### config.mk
export PLATFORM = sky130hd
export DESIGN_NAME = control_map
export DESIGN_NICKNAME = d
export VERILOG_FILES = /design/src/hdl/sys1_cart_pkg.sv /design/src/hdl/control_map.sv
export SDC_FILE = /design/constraint.sdc
export NUM_CORES = 1
export LEC_CHECK = 0
export ABC_AREA = 0
export BUFFER_PORTS_ARGS = -buffer_cell sky130_fd_sc_hd__buf_2
export CORE_MARGIN = 3
export CORE_UTILIZATION = 37
export CTS_CLUSTER_SIZE = 14
export DETAILED_ROUTE_END_ITERATION = 10
export PLACE_DENSITY = 0.88
export SLEW_MARGIN = 20
export SYNTH_ARGS = -nofsm -noshare
export SYNTH_HDL_FRONTEND = slang
export SYNTH_SLANG_ARGS = --single-unit
export TNS_END_PERCENT = 1
### constraint.sdc
create_clock -name clk_sys -period 2.8 [get_ports clk_sys]
set_clock_uncertainty 0.05 [all_clocks]
set_input_delay 0.14 -clock clk_sys [delete_from_list [all_inputs] [get_ports clk_sys]]
set_output_delay 0.14 -clock clk_sys [all_outputs]
set_load 0.1 [all_outputs]
### src/hdl/sys1_cart_pkg.sv
// System-1 cartridge shared widths, types, region tags, scan codes and game identifiers
package sys1_cart_pkg;

	// ####################
	// Widths and types
	// ####################

	// Download stream byte address
	localparam int load_addr_bits = 25;
	// Main CPU word address and sound CPU byte address
	localparam int main_addr_bits = 15;
	localparam int sound_addr_bits = 14;

	typedef logic [load_addr_bits-1:0] load_addr_t;
	typedef logic [15:0] word_t;
	typedef logic [7:0] byte_t;

	// Chip selects, active low
	typedef logic [3:0] main_sel_t;
	typedef logic [2:0] sound_sel_t;

	typedef logic [main_addr_bits-1:0] main_addr_t;
	typedef logic [sound_addr_bits-1:0] sound_addr_t;

	// Bank counts on each CPU side
	// Main side is rom0..rom3 plus the slapstic bank
	localparam int main_banks = 5;
	localparam int sound_banks = 3;

	// Bank depths in address bits
	localparam int rom_bits_short = 14;
	localparam int rom_bits_long = 15;

	// ####################
	// Download regions
	// ####################

	// Matched against ioctl_addr[24:15]
	localparam logic [9:0] tag_rom0 = 10'h16;
	localparam logic [9:0] tag_rom3 = 10'h14;
	localparam logic [9:0] tag_slap = 10'h15;
	// Matched against ioctl_addr[24:16]
	localparam logic [8:0] tag_rom1 = 9'h08;
	localparam logic [8:0] tag_rom2 = 9'h09;
	// Matched against ioctl_addr[24:14]
	localparam logic [10:0] tag_srom0 = 11'h2E;
	localparam logic [10:0] tag_srom1 = 11'h2F;
	localparam logic [10:0] tag_srom2 = 11'h30;

	// Stream index values
	localparam byte_t rom_index = 8'd0;
	localparam byte_t id_index = 8'd1;

	// ####################
	// Keys and games
	// ####################

	// PS/2 scan codes, extended flag in bit 8
	localparam logic [8:0] key_up = 9'h175;
	localparam logic [8:0] key_down = 9'h172;
	localparam logic [8:0] key_left = 9'h16B;
	localparam logic [8:0] key_right = 9'h174;
	localparam logic [8:0] key_whip = 9'h014;
	localparam logic [8:0] key_jump = 9'h011;
	localparam logic [8:0] key_coin_l = 9'h02E;
	localparam logic [8:0] key_coin_r = 9'h036;
	localparam logic [8:0] key_coin_aux = 9'h03D;

	// Slapstic game identifiers
	localparam byte_t game_marble = 8'd103;
	localparam byte_t game_indy = 8'd105;
	localparam byte_t game_peter = 8'd107;
	localparam byte_t game_default = game_indy;

endpackage

### src/hdl/control_map.sv
// Player control mapper that latches keyboard events and lays out joystick and pushbutton buses
`timescale 1ns/1ps

module control_map
	import sys1_cart_pkg::*;
(
	input logic clk_sys,
	input logic arst_n,
	// Bit 10 toggle, bit 9 pressed, bits 8..0 scan code
	input logic [10:0] ps2_key,
	// Host joystick buttons
	input logic [31:0] joystick,
	input byte_t game_id,
	// Board inputs
	output byte_t joy,
	output byte_t pb,
	output logic [2:0] coin_n
);

	logic toggle_q;
	logic pressed;
	// Up, down, left, right
	logic [3:0] dir_q;
	logic whip_q;
	logic jump_q;
	logic coin_l_q;
	logic coin_r_q;
	logic coin_aux_q;
	logic [3:0] dir;
	logic whip;
	logic jump;

	assign pressed = ps2_key[9];

	// ####################
	// Key latches
	// ####################

	// A new key event flips bit 10
	always_ff @(posedge clk_sys or negedge arst_n) begin
		if (!arst_n) begin
			toggle_q <= 1'b0;
			dir_q <= '0;
			whip_q <= 1'b0;
			jump_q <= 1'b0;
			coin_l_q <= 1'b0;
			coin_r_q <= 1'b0;
			coin_aux_q <= 1'b0;
		end else begin
			toggle_q <= ps2_key[10];
			if (toggle_q != ps2_key[10]) begin
				case (ps2_key[8:0])
					key_up: dir_q[3] <= pressed;
					key_down: dir_q[2] <= pressed;
					key_left: dir_q[1] <= pressed;
					key_right: dir_q[0] <= pressed;
					key_whip: whip_q <= pressed;
					key_jump: jump_q <= pressed;
					key_coin_l: coin_l_q <= pressed;
					key_coin_r: coin_r_q <= pressed;
					key_coin_aux: coin_aux_q <= pressed;
					// Other keys leave the latches alone
					default: ;
				endcase
			end
		end
	end

	// Keyboard or host joystick
	assign dir = dir_q | joystick[3:0];
	assign jump = jump_q | joystick[4];
	assign whip = whip_q | joystick[5];

	// ####################
	// Per-game layout
	// ####################

	// Indy wants the directions one bit up
	assign joy = (game_id == game_indy) ? {3'b000, dir, 1'b0} : {4'b0000, dir};

	// Active low pushbuttons with idle bits high
	// Peter has a gap between jump and throw
	assign pb = (game_id == game_peter) ? {5'b11111, ~jump, 1'b1, ~whip}
		: {6'b111111, ~jump, ~whip};

	// Aux, right, left
	assign coin_n = {~coin_aux_q, ~coin_r_q, ~(coin_l_q | joystick[8])};

endmodule

[Yosys cells after proc, flatten, opt, wreduce, memory -nomap -nowiden]
Cells that the tools add are included.
Storage, ports and cells
  bits in registers: 10
  input port bits: 53
  output and inout port bits: 19
  logic and storage cells: 42
Operators by class
  eq/ne operators: 12
  multiplexer cells: 2
  bitwise operators: 9
  reduce and logical (&&, ||, !) cells: 9
Operators by type and width (count)
  $eq 9x9->1 const B: 4
  $eq 9x6->1 const B: 3
  $eq 9x5->1 const B: 2
  $reduce_and 2->1: 9
  $eq 8x7->1 const B: 2
  $mux 5: 1
  $not 1->1: 5
  $or 4x4->4: 1
  $mux 3: 1
  $or 1x1->1: 3
  $ne 1x1->1: 1

[Longest topological paths before layout]
Gate-level depths: netlist (run 1).
  depth in word-level cells: 3
  depth in mapped cells: 4
  depth with buffers taken out: 4

[Least setup slack after synthesis (run 1)]
OpenSTA, ideal clock, no wires.
  path type: reg-to-output
  start point: register jump_q
  end point: output port pb[1]
  data arrival time: 2.477 ns
  required time: 2.610 ns
  path slack: 0.133 ns
  cell stages (with the launch flop): 2
  path buffers: 0
  path through: dfrtp_1 > o21ai_0
On the way
  word-level cells in the longest chain between the ends: 3
RTL lines
  start, declared: RTL line control_map.sv:25  | logic jump_q;
  start signal, assigned: RTL line control_map.sv:58  | key_jump: jump_q <= pressed;
  $or 1x1->1: RTL line control_map.sv:71  | assign jump = jump_q | joystick[4];
  $not 1->1: RTL line control_map.sv:84  | : {6'b111111, ~jump, ~whip};
  $mux 3: RTL line control_map.sv:83  | assign pb = (game_id == game_peter) ? {5'b11111, ~jump, 1'b1, ~whip}
  end, declared: RTL line control_map.sv:16  | output byte_t pb,
No other way between the ends.

[Worst setup path in the final report (run 1)]
  start point: input port ps2_key[10]
  end point: register dir_q[3]
On the way
  word-level cells in the longest chain between the ends: 2
RTL lines
  start, declared: RTL line control_map.sv:10  | input logic [10:0] ps2_key,
  $ne 1x1->1: RTL line control_map.sv:51  | if (toggle_q != ps2_key[10]) begin
  $reduce_and 2->1 (no line)
  end signal, assigned: RTL line control_map.sv:53  | key_up: dir_q[3] <= pressed;
  end, declared: RTL line control_map.sv:23  | logic [3:0] dir_q;
No other way between the ends.
A chain may end at the register's enable or synchronous reset.

==> results of run 1 <==
[report_power, final]
group	internal [mW]	switching (mW)
Combinational	0.0320	0.123
Sequential	0.149	0.00248
Clock	0.0788	0.0485
Total	0.260	0.174
[worst reg2reg max path, cell delays in order (launching register included)]
cell and delay (ps):
dfrtp_1 380, xnor2_1 170, or3b_4 430, nor4b_2 310
mux2_1 340
[cell usage after synthesis, types with 2 or more instances]
cell and instances:
dfrtp_1 10, nor2_1 12, mux2i_1 3, nand4_1 2, inv_1 2, mux2_1 2
nor4b_2 2, nor2b_1 3, buf_4 8, conb_1 2, nand2_1 5, mux2_2 7
nor3_1 6, nand3_1 2
[sequential cells by signal (all words and copies together), names as in the netlist]
| name | cells |
|---|---|
| coin_aux_q | 1 |
| coin_l_q | 1 |
| coin_r_q | 1 |
| dir_q | 4 |
| jump_q | 1 |
| toggle_q | 1 |
| whip_q | 1 |
[cells by family after synthesis]
group | after synthesis | synth area share
AO/OA/AOI/OAI | 2 | 0.0175
buffers and inverters | 10 | 0.0946
flip-flops | 10 | 0.350
other | 2 | 0.0105
AND/OR/NAND/NOR | 40 | 0.331
multiplexers | 12 | 0.184
XOR/XNOR | 1 | 0.0123
[per-stage QoR]
step                hold slack (ps)  setup slack, ps
floorplan                      -206              133
global placement              -50.5             1020
detailed placement            -41.2              872
CTS                             147              854
global route                    165              785
finish                          155              859
[final cells by class]
type	instances	area (um2)
Fill cell	159	828
Clock buffer	4	36.3
Multi-Input combinational cell	63	419
Tap cell	25	31.3
Timing Repair Buffer	40	210
Sequential cell	10	250
Inverter	2	7.51
[worst min-delay path by stage]
stage	end	start	slack (ps)	cells past startpoint
5_1_grt	dir_q[3]$_DFFE_PN0P_	ps2_key[9]	170	2
4_1_cts	dir_q[3]$_DFFE_PN0P_	ps2_key[9]	150	2
3_3_place_gp	toggle_q$_DFF_PN0_	arst_n	-50	1
6_report	dir_q[3]$_DFFE_PN0P_	ps2_key[9]	150	2
3_5_place_dp	toggle_q$_DFF_PN0_	arst_n	-40	1
2_1_floorplan	coin_aux_q$_DFFE_PN0P_	arst_n	-210	0
[layout by cell type, fill, tap and decap left out]
cell type / n
buf_2: 38
clkbuf_4: 3
clkbuf_8: 1
conb_1: 8
dfrtp_1: 10
dlygate4sd3_1: 2
inv_1: 2
mux2_1: 2
mux2_2: 7
mux2i_1: 3
nand2_1: 5
nand2b_1: 1
nand3_1: 2
nand4_1: 2
nand4b_1: 1
nand4bb_1: 1
nor2_1: 12
nor2b_1: 3
nor3_1: 6
nor4_2: 1
nor4b_2: 2
o21ai_0: 1
o21bai_1: 1
or3_1: 1
or3_2: 1
or3b_4: 1
or4_1: 1
xnor2_1: 1
[timing repair]
action,4_1_cts,5_1_grt
hold buffers,2,0
hold endpoints to repair,11,0
setup buffers,0,0
[layer usage]
metal  vias to the layer above  part of all wire
met4                         0            0.0084
li1                        343                 -
met5                         -                 0
met2                        21              0.53
met1                       307              0.41
met3                         2             0.048
==> qor.txt, run 1 <==
status: completed
IO Port Bufs: 38
gr busiest metal: met2
max-slew violations: 0
Die X: 49.9 um
Synth warnings: 0
Pleak: 0.457 nW
Layout area overhead: 33.6%
wire length per cell: 11.6 um
worst reg2reg path startpoint: toggle_q$_DFF_PN0_
pin count of the biggest net entering global routing: 11
CTS Root Cell: clkbuf_4
core area: 1780 um2
f_max: 0.515 GHz
slowest CP cell: dlygate4sd3_1
Final Hold Fails: 0
CP max stage delay: 530 ps
insertion delay to the later sink of the worst-skew pair: 250 ps
Cells after DPL: 138
setup_tns: 0 ps
vias in the first global route: 659
CP Cell Sequence: dlygate4sd3_1, buf_2, xnor2_1, or3b_4, nor4b_2, mux2_1
DRC viols: 0
final setup fails: 0
DP Area: 898 um2
# H-tree levels: 1
vias per cell: 4.67
CP Data Required Time: 2900 ps
Finished Cell Area: 955 um2
DIE HEIGHT: 49.9 um
Post-synth EDFFs: 0
met1 usage: 0.170
routability cong.: 0.853
DRT iter0 DRCs: 11
syn_area_per_cell: 9.28 um2
layout cell share with drive strength beyond 1: 0.454
TritonCTS Sinks: 10
clock transition at the registers of the reported paths: 70 ps
Hold WC Path Type: input pin to flip-flop
Tightest Pin Transition: 634 ps
crit-path leading delay family: simple AND/OR/NAND/NOR gates
Seq/Total Area, Yosys: 0.350
Worst slew margin: 0.576
DRT antenna net count: 0
crit path max fanout: 4
Total Wirelength: 1670 um
Power Total: 434 uW
Max Root-Sink Buffers: 2
r2r endpoint: dir_q[3]$_DFFE_PN0P_
HPWL Detailed: 1430 um
GRT Total Usage: 0.143
FF-to-FF path depth: 4
Initial DRT Pass Iterations: 4
Startpoint Class: input pin
Final #Nets: 173
post-CTS sizing: 0
Synth Register Bits: 10
post-synth top area cell: dfrtp_1
VDD IR-drop max: 0.236 mV
CP Class: input pin to flip-flop
first-pass GRT wire length: 2810 um
Num CTS Buffers: 3
minimum clock period: 1940 ps
cells after synthesis: 77
r2r setup slk: 1020 ps
final non-filler cell total: 144
gr ovfl total: 0
Main synth FF type: dfrtp_1
final core occ: 0.535
# diodes: 0
WP depth: 6
Area contributors post-synth: dfrtp_1 (35%), mux2_2 (11%), buf_4 (8.4%)
fin crit share: 0.693
Critical Path End Type: flip-flop
DR vias: 673
Initial Util: 0.401
maxcap violations: 0
Arrival @ worst endpoint: 2040 ps
area share of the largest cell type after synthesis: 0.350
crit path capture: dir_q[3]$_DFFE_PN0P_
met2 Track Usage GR: 0.258
M3 GR Usage: 0.0272
Setup crit start: ps2_key[10]
die area: 2490 um2
Worst Path Buf+Inv: 2
mapped cell area: 714 um2
Cell Pwr Density: 454 nW/um2
Synth async-reset ratio: 1.00
count of cell types in the netlist: 25
CTS tree: done
initial antenna violation count: 0
RSZ-0062 raised after global routing: no
# IOs: 72
num rows: 15
No activity file was read; power rests on OpenSTA's default activity.
==> run 2: changes to the inputs <==
Settings changed: CORE_UTILIZATION 37 to 35, PLACE_DENSITY 0.88 to 0.84.
Clock period 2.8 ns to 1.9 ns, I/O delays scaled along.
==> qor.txt, run 2 (synthesis gave the netlist of run 1 again) <==
Finished Cell Area: 1050 um2 (+9.8%)
IO Port Bufs: 38 (unchanged)
Worst Hold Depth: 2 (unchanged)
f_max: 0.520 GHz
wire length per cell: 13.8 um (+20%)
# IOs: 72 (unchanged)
die area: 2620 um2 (+5.0%)
hold wc startpoint: ps2_key[9]
DRT antenna net count: 0 (unchanged)
failing checks: negative setup slack
worst reg2reg path startpoint: toggle_q$_DFF_PN0_
FF-to-FF path depth: 4 (unchanged)
Total Wirelength: 1980 um (+19%)
TritonCTS Sinks: 10 (unchanged)
Layout area overhead: 46.8%
hold endpoint: dir_q[3]$_DFFE_PN0P_
Final Hold Fails: 0 (unchanged)
# H-tree levels: 1 (unchanged)
DR vias: 718 (+6.7%)
Max Root-Sink Buffers: 2 (unchanged)
CP Class: input pin to flip-flop
clock transition at the registers of the reported paths: 50 ps (-20 ps)
DP Area: 958 um2 (+6.7%)
CP Cell Sequence: dlygate4sd3_1, buf_2, xnor2_2, or3b_4, nor3_1, mux2_2
crit path max fanout: 4 (unchanged)
Num CTS Buffers: 3 (unchanged)
crit-path leading delay family: buffers and inverters
Pleak: 0.492 nW (+7.7%)
minimum clock period: 1920 ps
Hold WC Path Type: input pin to flip-flop
Worst Path Buf+Inv: 2 (unchanged)
most common cell after layout, fill and taps aside: buf_2
Die X: 51.2 um (+2.5%)
final setup fails: 3 (+3)
VDD IR-drop max: 0.436 mV (+84%)
RSZ-0062 raised after global routing: yes
CP max stage delay: 560 ps (+30 ps)
pin count of the biggest net entering global routing: 11 (unchanged)
num rows: 15 (unchanged)
HPWL Detailed: 1440 um (+0.73%)
Initial Util: 0.392 (-0.00826)
first-pass GRT wire length: 2880 um (+2.7%)
final core occ: 0.576 (+0.0405)
Arrival @ worst endpoint: 2000 ps (-40 ps)
GRT Total Usage: 0.142 (-0.00142)
vias per cell: 5.02 (+7.4%)
slowest CP cell: dlygate4sd3_1
routability cong.: 0.741 (-13%)
max-slew violations: 0 (unchanged)
# diodes: 0 (unchanged)
Tightest Pin Transition: 574 ps (-59.9 ps)
gr ovfl total: 0 (unchanged)
layout cell share with drive strength beyond 1: 0.500 (+0.0462)
most frequent cells in the layout: buf_2 (34), nor2_1 (12), dfrtp_1 (10), conb_1 (8), mux2_2 (7)
Initial DRT Pass Iterations: 4 (unchanged)
initial antenna violation count: 0 (unchanged)
core area: 1820 um2 (+2.1%)
r2r endpoint: dir_q[0]$_DFFE_PN0P_
Setup WS post-layout: -21.3 ps (-881 ps)
Critical Path End Type: flip-flop
DRT iter0 DRCs: 23 (+12)
Startpoint Class: input pin
r2r setup slk: 160 ps (-860 ps)
DRC viols: 0 (unchanged)
DIE HEIGHT: 51.2 um (+2.5%)
CTS Root Cell: clkbuf_4
insertion delay to the later sink of the worst-skew pair: 240 ps (about the same)
Cell Pwr Density: 575 nW/um2 (+26%)
Setup crit start: ps2_key[10]
CTS tree: done
Worst slew margin: 0.616 (+0.0400)
status: complete, but fails checks
Final #Nets: 173 (unchanged)
fin crit share: 1.01
Biggest register: dir_q
max FFs per register: 4 (unchanged)
vias in the first global route: 719 (+9.1%)
setup repair bufs after CTS: 0 (unchanged)
maxcap violations: 0 (unchanged)
CP Data Required Time: 1980 ps (-920 ps)
## run 2: cell types whose count changed in the layout (fill, tap and decap cells not counted), moves of 2 or more
| cell | previous run | this run |
|---|---|---|
| mux2_4 | 0 | 2 |
| mux2_1 | 2 | 0 |
| nor3_2 | 0 | 3 |
| buf_2 | 38 | 34 |
| nor3_1 | 6 | 3 |
| buf_12 | 0 | 4 |
## run 2: routing by layer
metal / vias up / wire length (um) / share of wire / GRT usage
met4: 0 / 61 / 0.031 / 0.0762
met1: 341 / 750 / 0.38 / 0.171
li1: 338 / - / - / -
met2: 33 / 1050 / 0.53 / 0.247
met5: - / 0 / 0 / 0
met3: 6 / 120 / 0.061 / 0.0117
## run 2: area by class of cell
| cell class | count | area, um2 |
|---|---|---|
| flip-flops and latches | 10 | 250 |
| fillers | 149 | 772 |
| inverters | 2 | 7.51 |
| multi-input cells | 63 | 467 |
| well taps | 25 | 31.3 |
| repair buffers | 40 | 270 |
| clock buffers | 3 | 22.5 |
## run 2: worst register-to-register path, stage by stage, from the launching register on
cell and delay, ps:
dfrtp_1 390, xnor2_2 150, or3b_4 460, nor3_1 220, mux2_2 350
## run 2: where the power goes
part / leakage, nW / switching, mW / total [mW] / internal [mW]
Combinational: 0.342 / 0.192 / 0.253 / 0.0609
Sequential: 0.137 / 0.00389 / 0.224 / 0.220
Clock: 0.0138 / 0.0538 / 0.126 / 0.0720
Total: 0.492 / 0.250 / 0.602 / 0.353
## run 2: how the worst max path moves through the flow
stage	cells past startpoint	end	slack, ps
finish	6	dir_q[0]$_DFFE_PN0P_	-20
global route	6	dir_q[0]$_DFFE_PN0P_	-50
CTS	6	coin_aux_q$_DFFE_PN0P_	8
detailed placement	4	coin_aux_q$_DFFE_PN0P_	140
global placement	4	dir_q[3]$_DFFE_PN0P_	150
floorplan	3	joy[1]	-650
## run 2: per-stage QoR
stage / instances / setup TNS (ps) / setup WS (ps) / power [mW] / hold WS [ps]
after global placement: 138 / 0 / 152 / 0.461 / -93.6
final: 143 / -42.5 / -21.3 / 0.602 / 161
after global routing: 143 / -134 / -49.0 / 0.633 / 163
after CTS: 143 / 0 / 8.24 / 0.599 / 132
after floorplan: 83 / -2400 / -652 / 0.417 / -251
after detailed placement: 138 / 0 / 144 / 0.466 / -90.9
## run 2: timing repair
| item | CTS | global route |
|---|---|---|
| endpoints found under the hold margin | 11 | 0 |
| resized for setup | 0 | 8 |
| hold buffers | 2 | 0 |
| setup endpoints to repair | 0 | 6 |
==> run 3: changes to the inputs <==
Settings changed: CORE_ASPECT_RATIO from default to 0.8.
==> qor.txt, run 3 (synthesis gave the netlist of run 1 again) <==
vias in the first global route: 740 (+2.9%)
minimum clock period: 1790 ps (-132 ps)
gr ovfl total: 0 (unchanged)
Max Root-Sink Buffers: 2 (unchanged)
Die X: 56.5 um (+10%)
DR top layer: met3
final core occ: 0.570 (-0.00573)
final setup fails: 0 (-3)
Worst slew margin: 0.605 (-0.0112)
HPWL Detailed: 1510 um (+4.9%)
Final #Nets: 173 (unchanged)
CTS Root Cell: clkbuf_4
Layout area overhead: 41.5%
DP Area: 955 um2 (-0.39%)
Arrival @ worst endpoint: 1880 ps (-120 ps)
hold endpoint: coin_aux_q$_DFFE_PN0P_
M1 WL: 708 um (-5.6%)
max FFs per register: 4 (unchanged)
slowest CP cell: or3b_4
RSZ-0062 raised after global routing: no
crit-path leading delay family: simple AND/OR/NAND/NOR gates
max-slew violations: 0 (unchanged)
FF-to-FF path depth: 4 (unchanged)
Biggest register: dir_q
maxcap violations: 0 (unchanged)
fin crit share: 0.942 (-0.0696)
DRC viols: 0 (unchanged)
routability cong.: 0.886 (+20%)
CP max stage delay: 430 ps (-130 ps)
DR vias: 703 (-2.1%)
CP Data Required Time: 1990 ps (about the same)
Worst Hold Depth: 2 (unchanged)
# H-tree levels: 1 (unchanged)
crit path max fanout: 4 (unchanged)
met2 wire len: 892 um (-15%)
TritonCTS Sinks: 10 (unchanged)
worst hold slack: 119 ps (-42.1 ps)
most frequent cells in the layout: buf_2 (34), nor2_1 (12), dfrtp_1 (10), conb_1 (8), mux2_2 (7)
die area: 2620 um2 (+0.12%)
Worst Path Buf+Inv: 0 (-2)
r2r setup slk: 110 ps (-50 ps)
DRT iter0 DRCs: 6 (-74%)
CTS tree: done
GRT Total Usage: 0.141 (-0.000773)
worst reg2reg path startpoint: toggle_q$_DFF_PN0_
pin count of the biggest net entering global routing: 11 (unchanged)
DRT antenna net count: 0 (unchanged)
f_max: 0.559 GHz (+7.4%)
DIE HEIGHT: 46.4 um (-9.3%)
initial antenna violation count: 0 (unchanged)
CP Cell Sequence: xnor2_1, or3b_4, nor4_2, mux2_1
CP Class: flip-flop to flip-flop
Tightest Pin Transition: 591 ps (+16.8 ps)
Pleak: 0.476 nW (-3.3%)
num rows: 13 (-2)
Hold WC Path Type: input pin to flip-flop
Finished Cell Area: 1010 um2 (-3.6%)
Cell Pwr Density: 640 nW/um2 (+11%)
setup repair bufs after CTS: 0 (unchanged)
core area: 1770 um2 (-2.6%)
Initial Util: 0.403 (+0.0105)
Critical Path End Type: flip-flop
Total Wirelength: 1720 um (-13%)
VDD IR-drop max: 0.419 mV (-3.8%)
# IOs: 72 (unchanged)
Cells after DPL: 135 (-2.2%)
Num CTS Buffers: 3 (unchanged)
first-pass GRT wire length: 2860 um (-0.73%)
hold wc startpoint: ps2_key[9]
Initial DRT Pass Iterations: 4 (unchanged)
met3 wire length: 123 um (+2.5%)
Startpoint Class: flip-flop
vias per cell: 4.99 (-0.70%)
clock transition at the registers of the reported paths: 60 ps (about the same)
insertion delay to the later sink of the worst-skew pair: 250 ps (about the same)
CTS Hold Bufs: 2 (unchanged)
layout cell share with drive strength beyond 1: 0.454 (-0.0462)
# diodes: 0 (unchanged)
IO Port Bufs: 38 (unchanged)
r2r endpoint: coin_aux_q$_DFFE_PN0P_
Final Hold Fails: 0 (unchanged)
most common cell after layout, fill and taps aside: buf_2
status: completed
post-CTS sizing: 0 (unchanged)
final non-filler cell total: 141 (-1.4%)
wire length per cell: 12.2 um (-12%)
[run 3: metal layers]
layer	vias up	track usage
li1	338	-
met1	333	0.168
met2	32	0.263
met3	0	0.00840
met4	0	0.0711
met5	-	0
[run 3: worst register-to-register path, stage by stage (launching register included)]
cell and delay, ps:
dfrtp_1 370, xnor2_1 160, or3b_4 430, nor4_2 320, mux2_1 350
[run 3: area by class of cell]
class / count / area (um2)
multi-input cells: 63 / 419
repair buffers: 40 / 270
fillers: 175 / 762
inverters: 2 / 7.51
flip-flops and latches: 10 / 250
well taps: 22 / 27.5
clock buffers: 4 / 36.3
[run 3: metrics by stage]
| step | setup WS (ps) | setup TNS, ps | total power [mW] |
|---|---|---|---|
| global route | 49.8 | 0 | 0.678 |
| detailed placement | 116 | 0 | 0.466 |
| CTS | 101 | 0 | 0.654 |
| floorplan | -652 | -2400 | 0.417 |
| finish | 111 | 0 | 0.647 |
| global placement | 130 | 0 | 0.461 |
[run 3: worst max path at each step]
stage | from | to | depth (start not counted)
6_report | toggle_q$_DFF_PN0_ | coin_aux_q$_DFFE_PN0P_ | 4
5_1_grt | toggle_q$_DFF_PN0_ | dir_q[3]$_DFFE_PN0P_ | 4
4_1_cts | toggle_q$_DFF_PN0_ | coin_aux_q$_DFFE_PN0P_ | 4
3_5_place_dp | toggle_q$_DFF_PN0_ | coin_aux_q$_DFFE_PN0P_ | 4
3_3_place_gp | toggle_q$_DFF_PN0_ | coin_aux_q$_DFFE_PN0P_ | 4
2_1_floorplan | game_id[7] | joy[1] | 3
[run 3: where the power goes]
group / internal (mW) / switching, mW
Sequential: 0.220 / 0.00362
Combinational: 0.0578 / 0.184
Clock: 0.116 / 0.0662
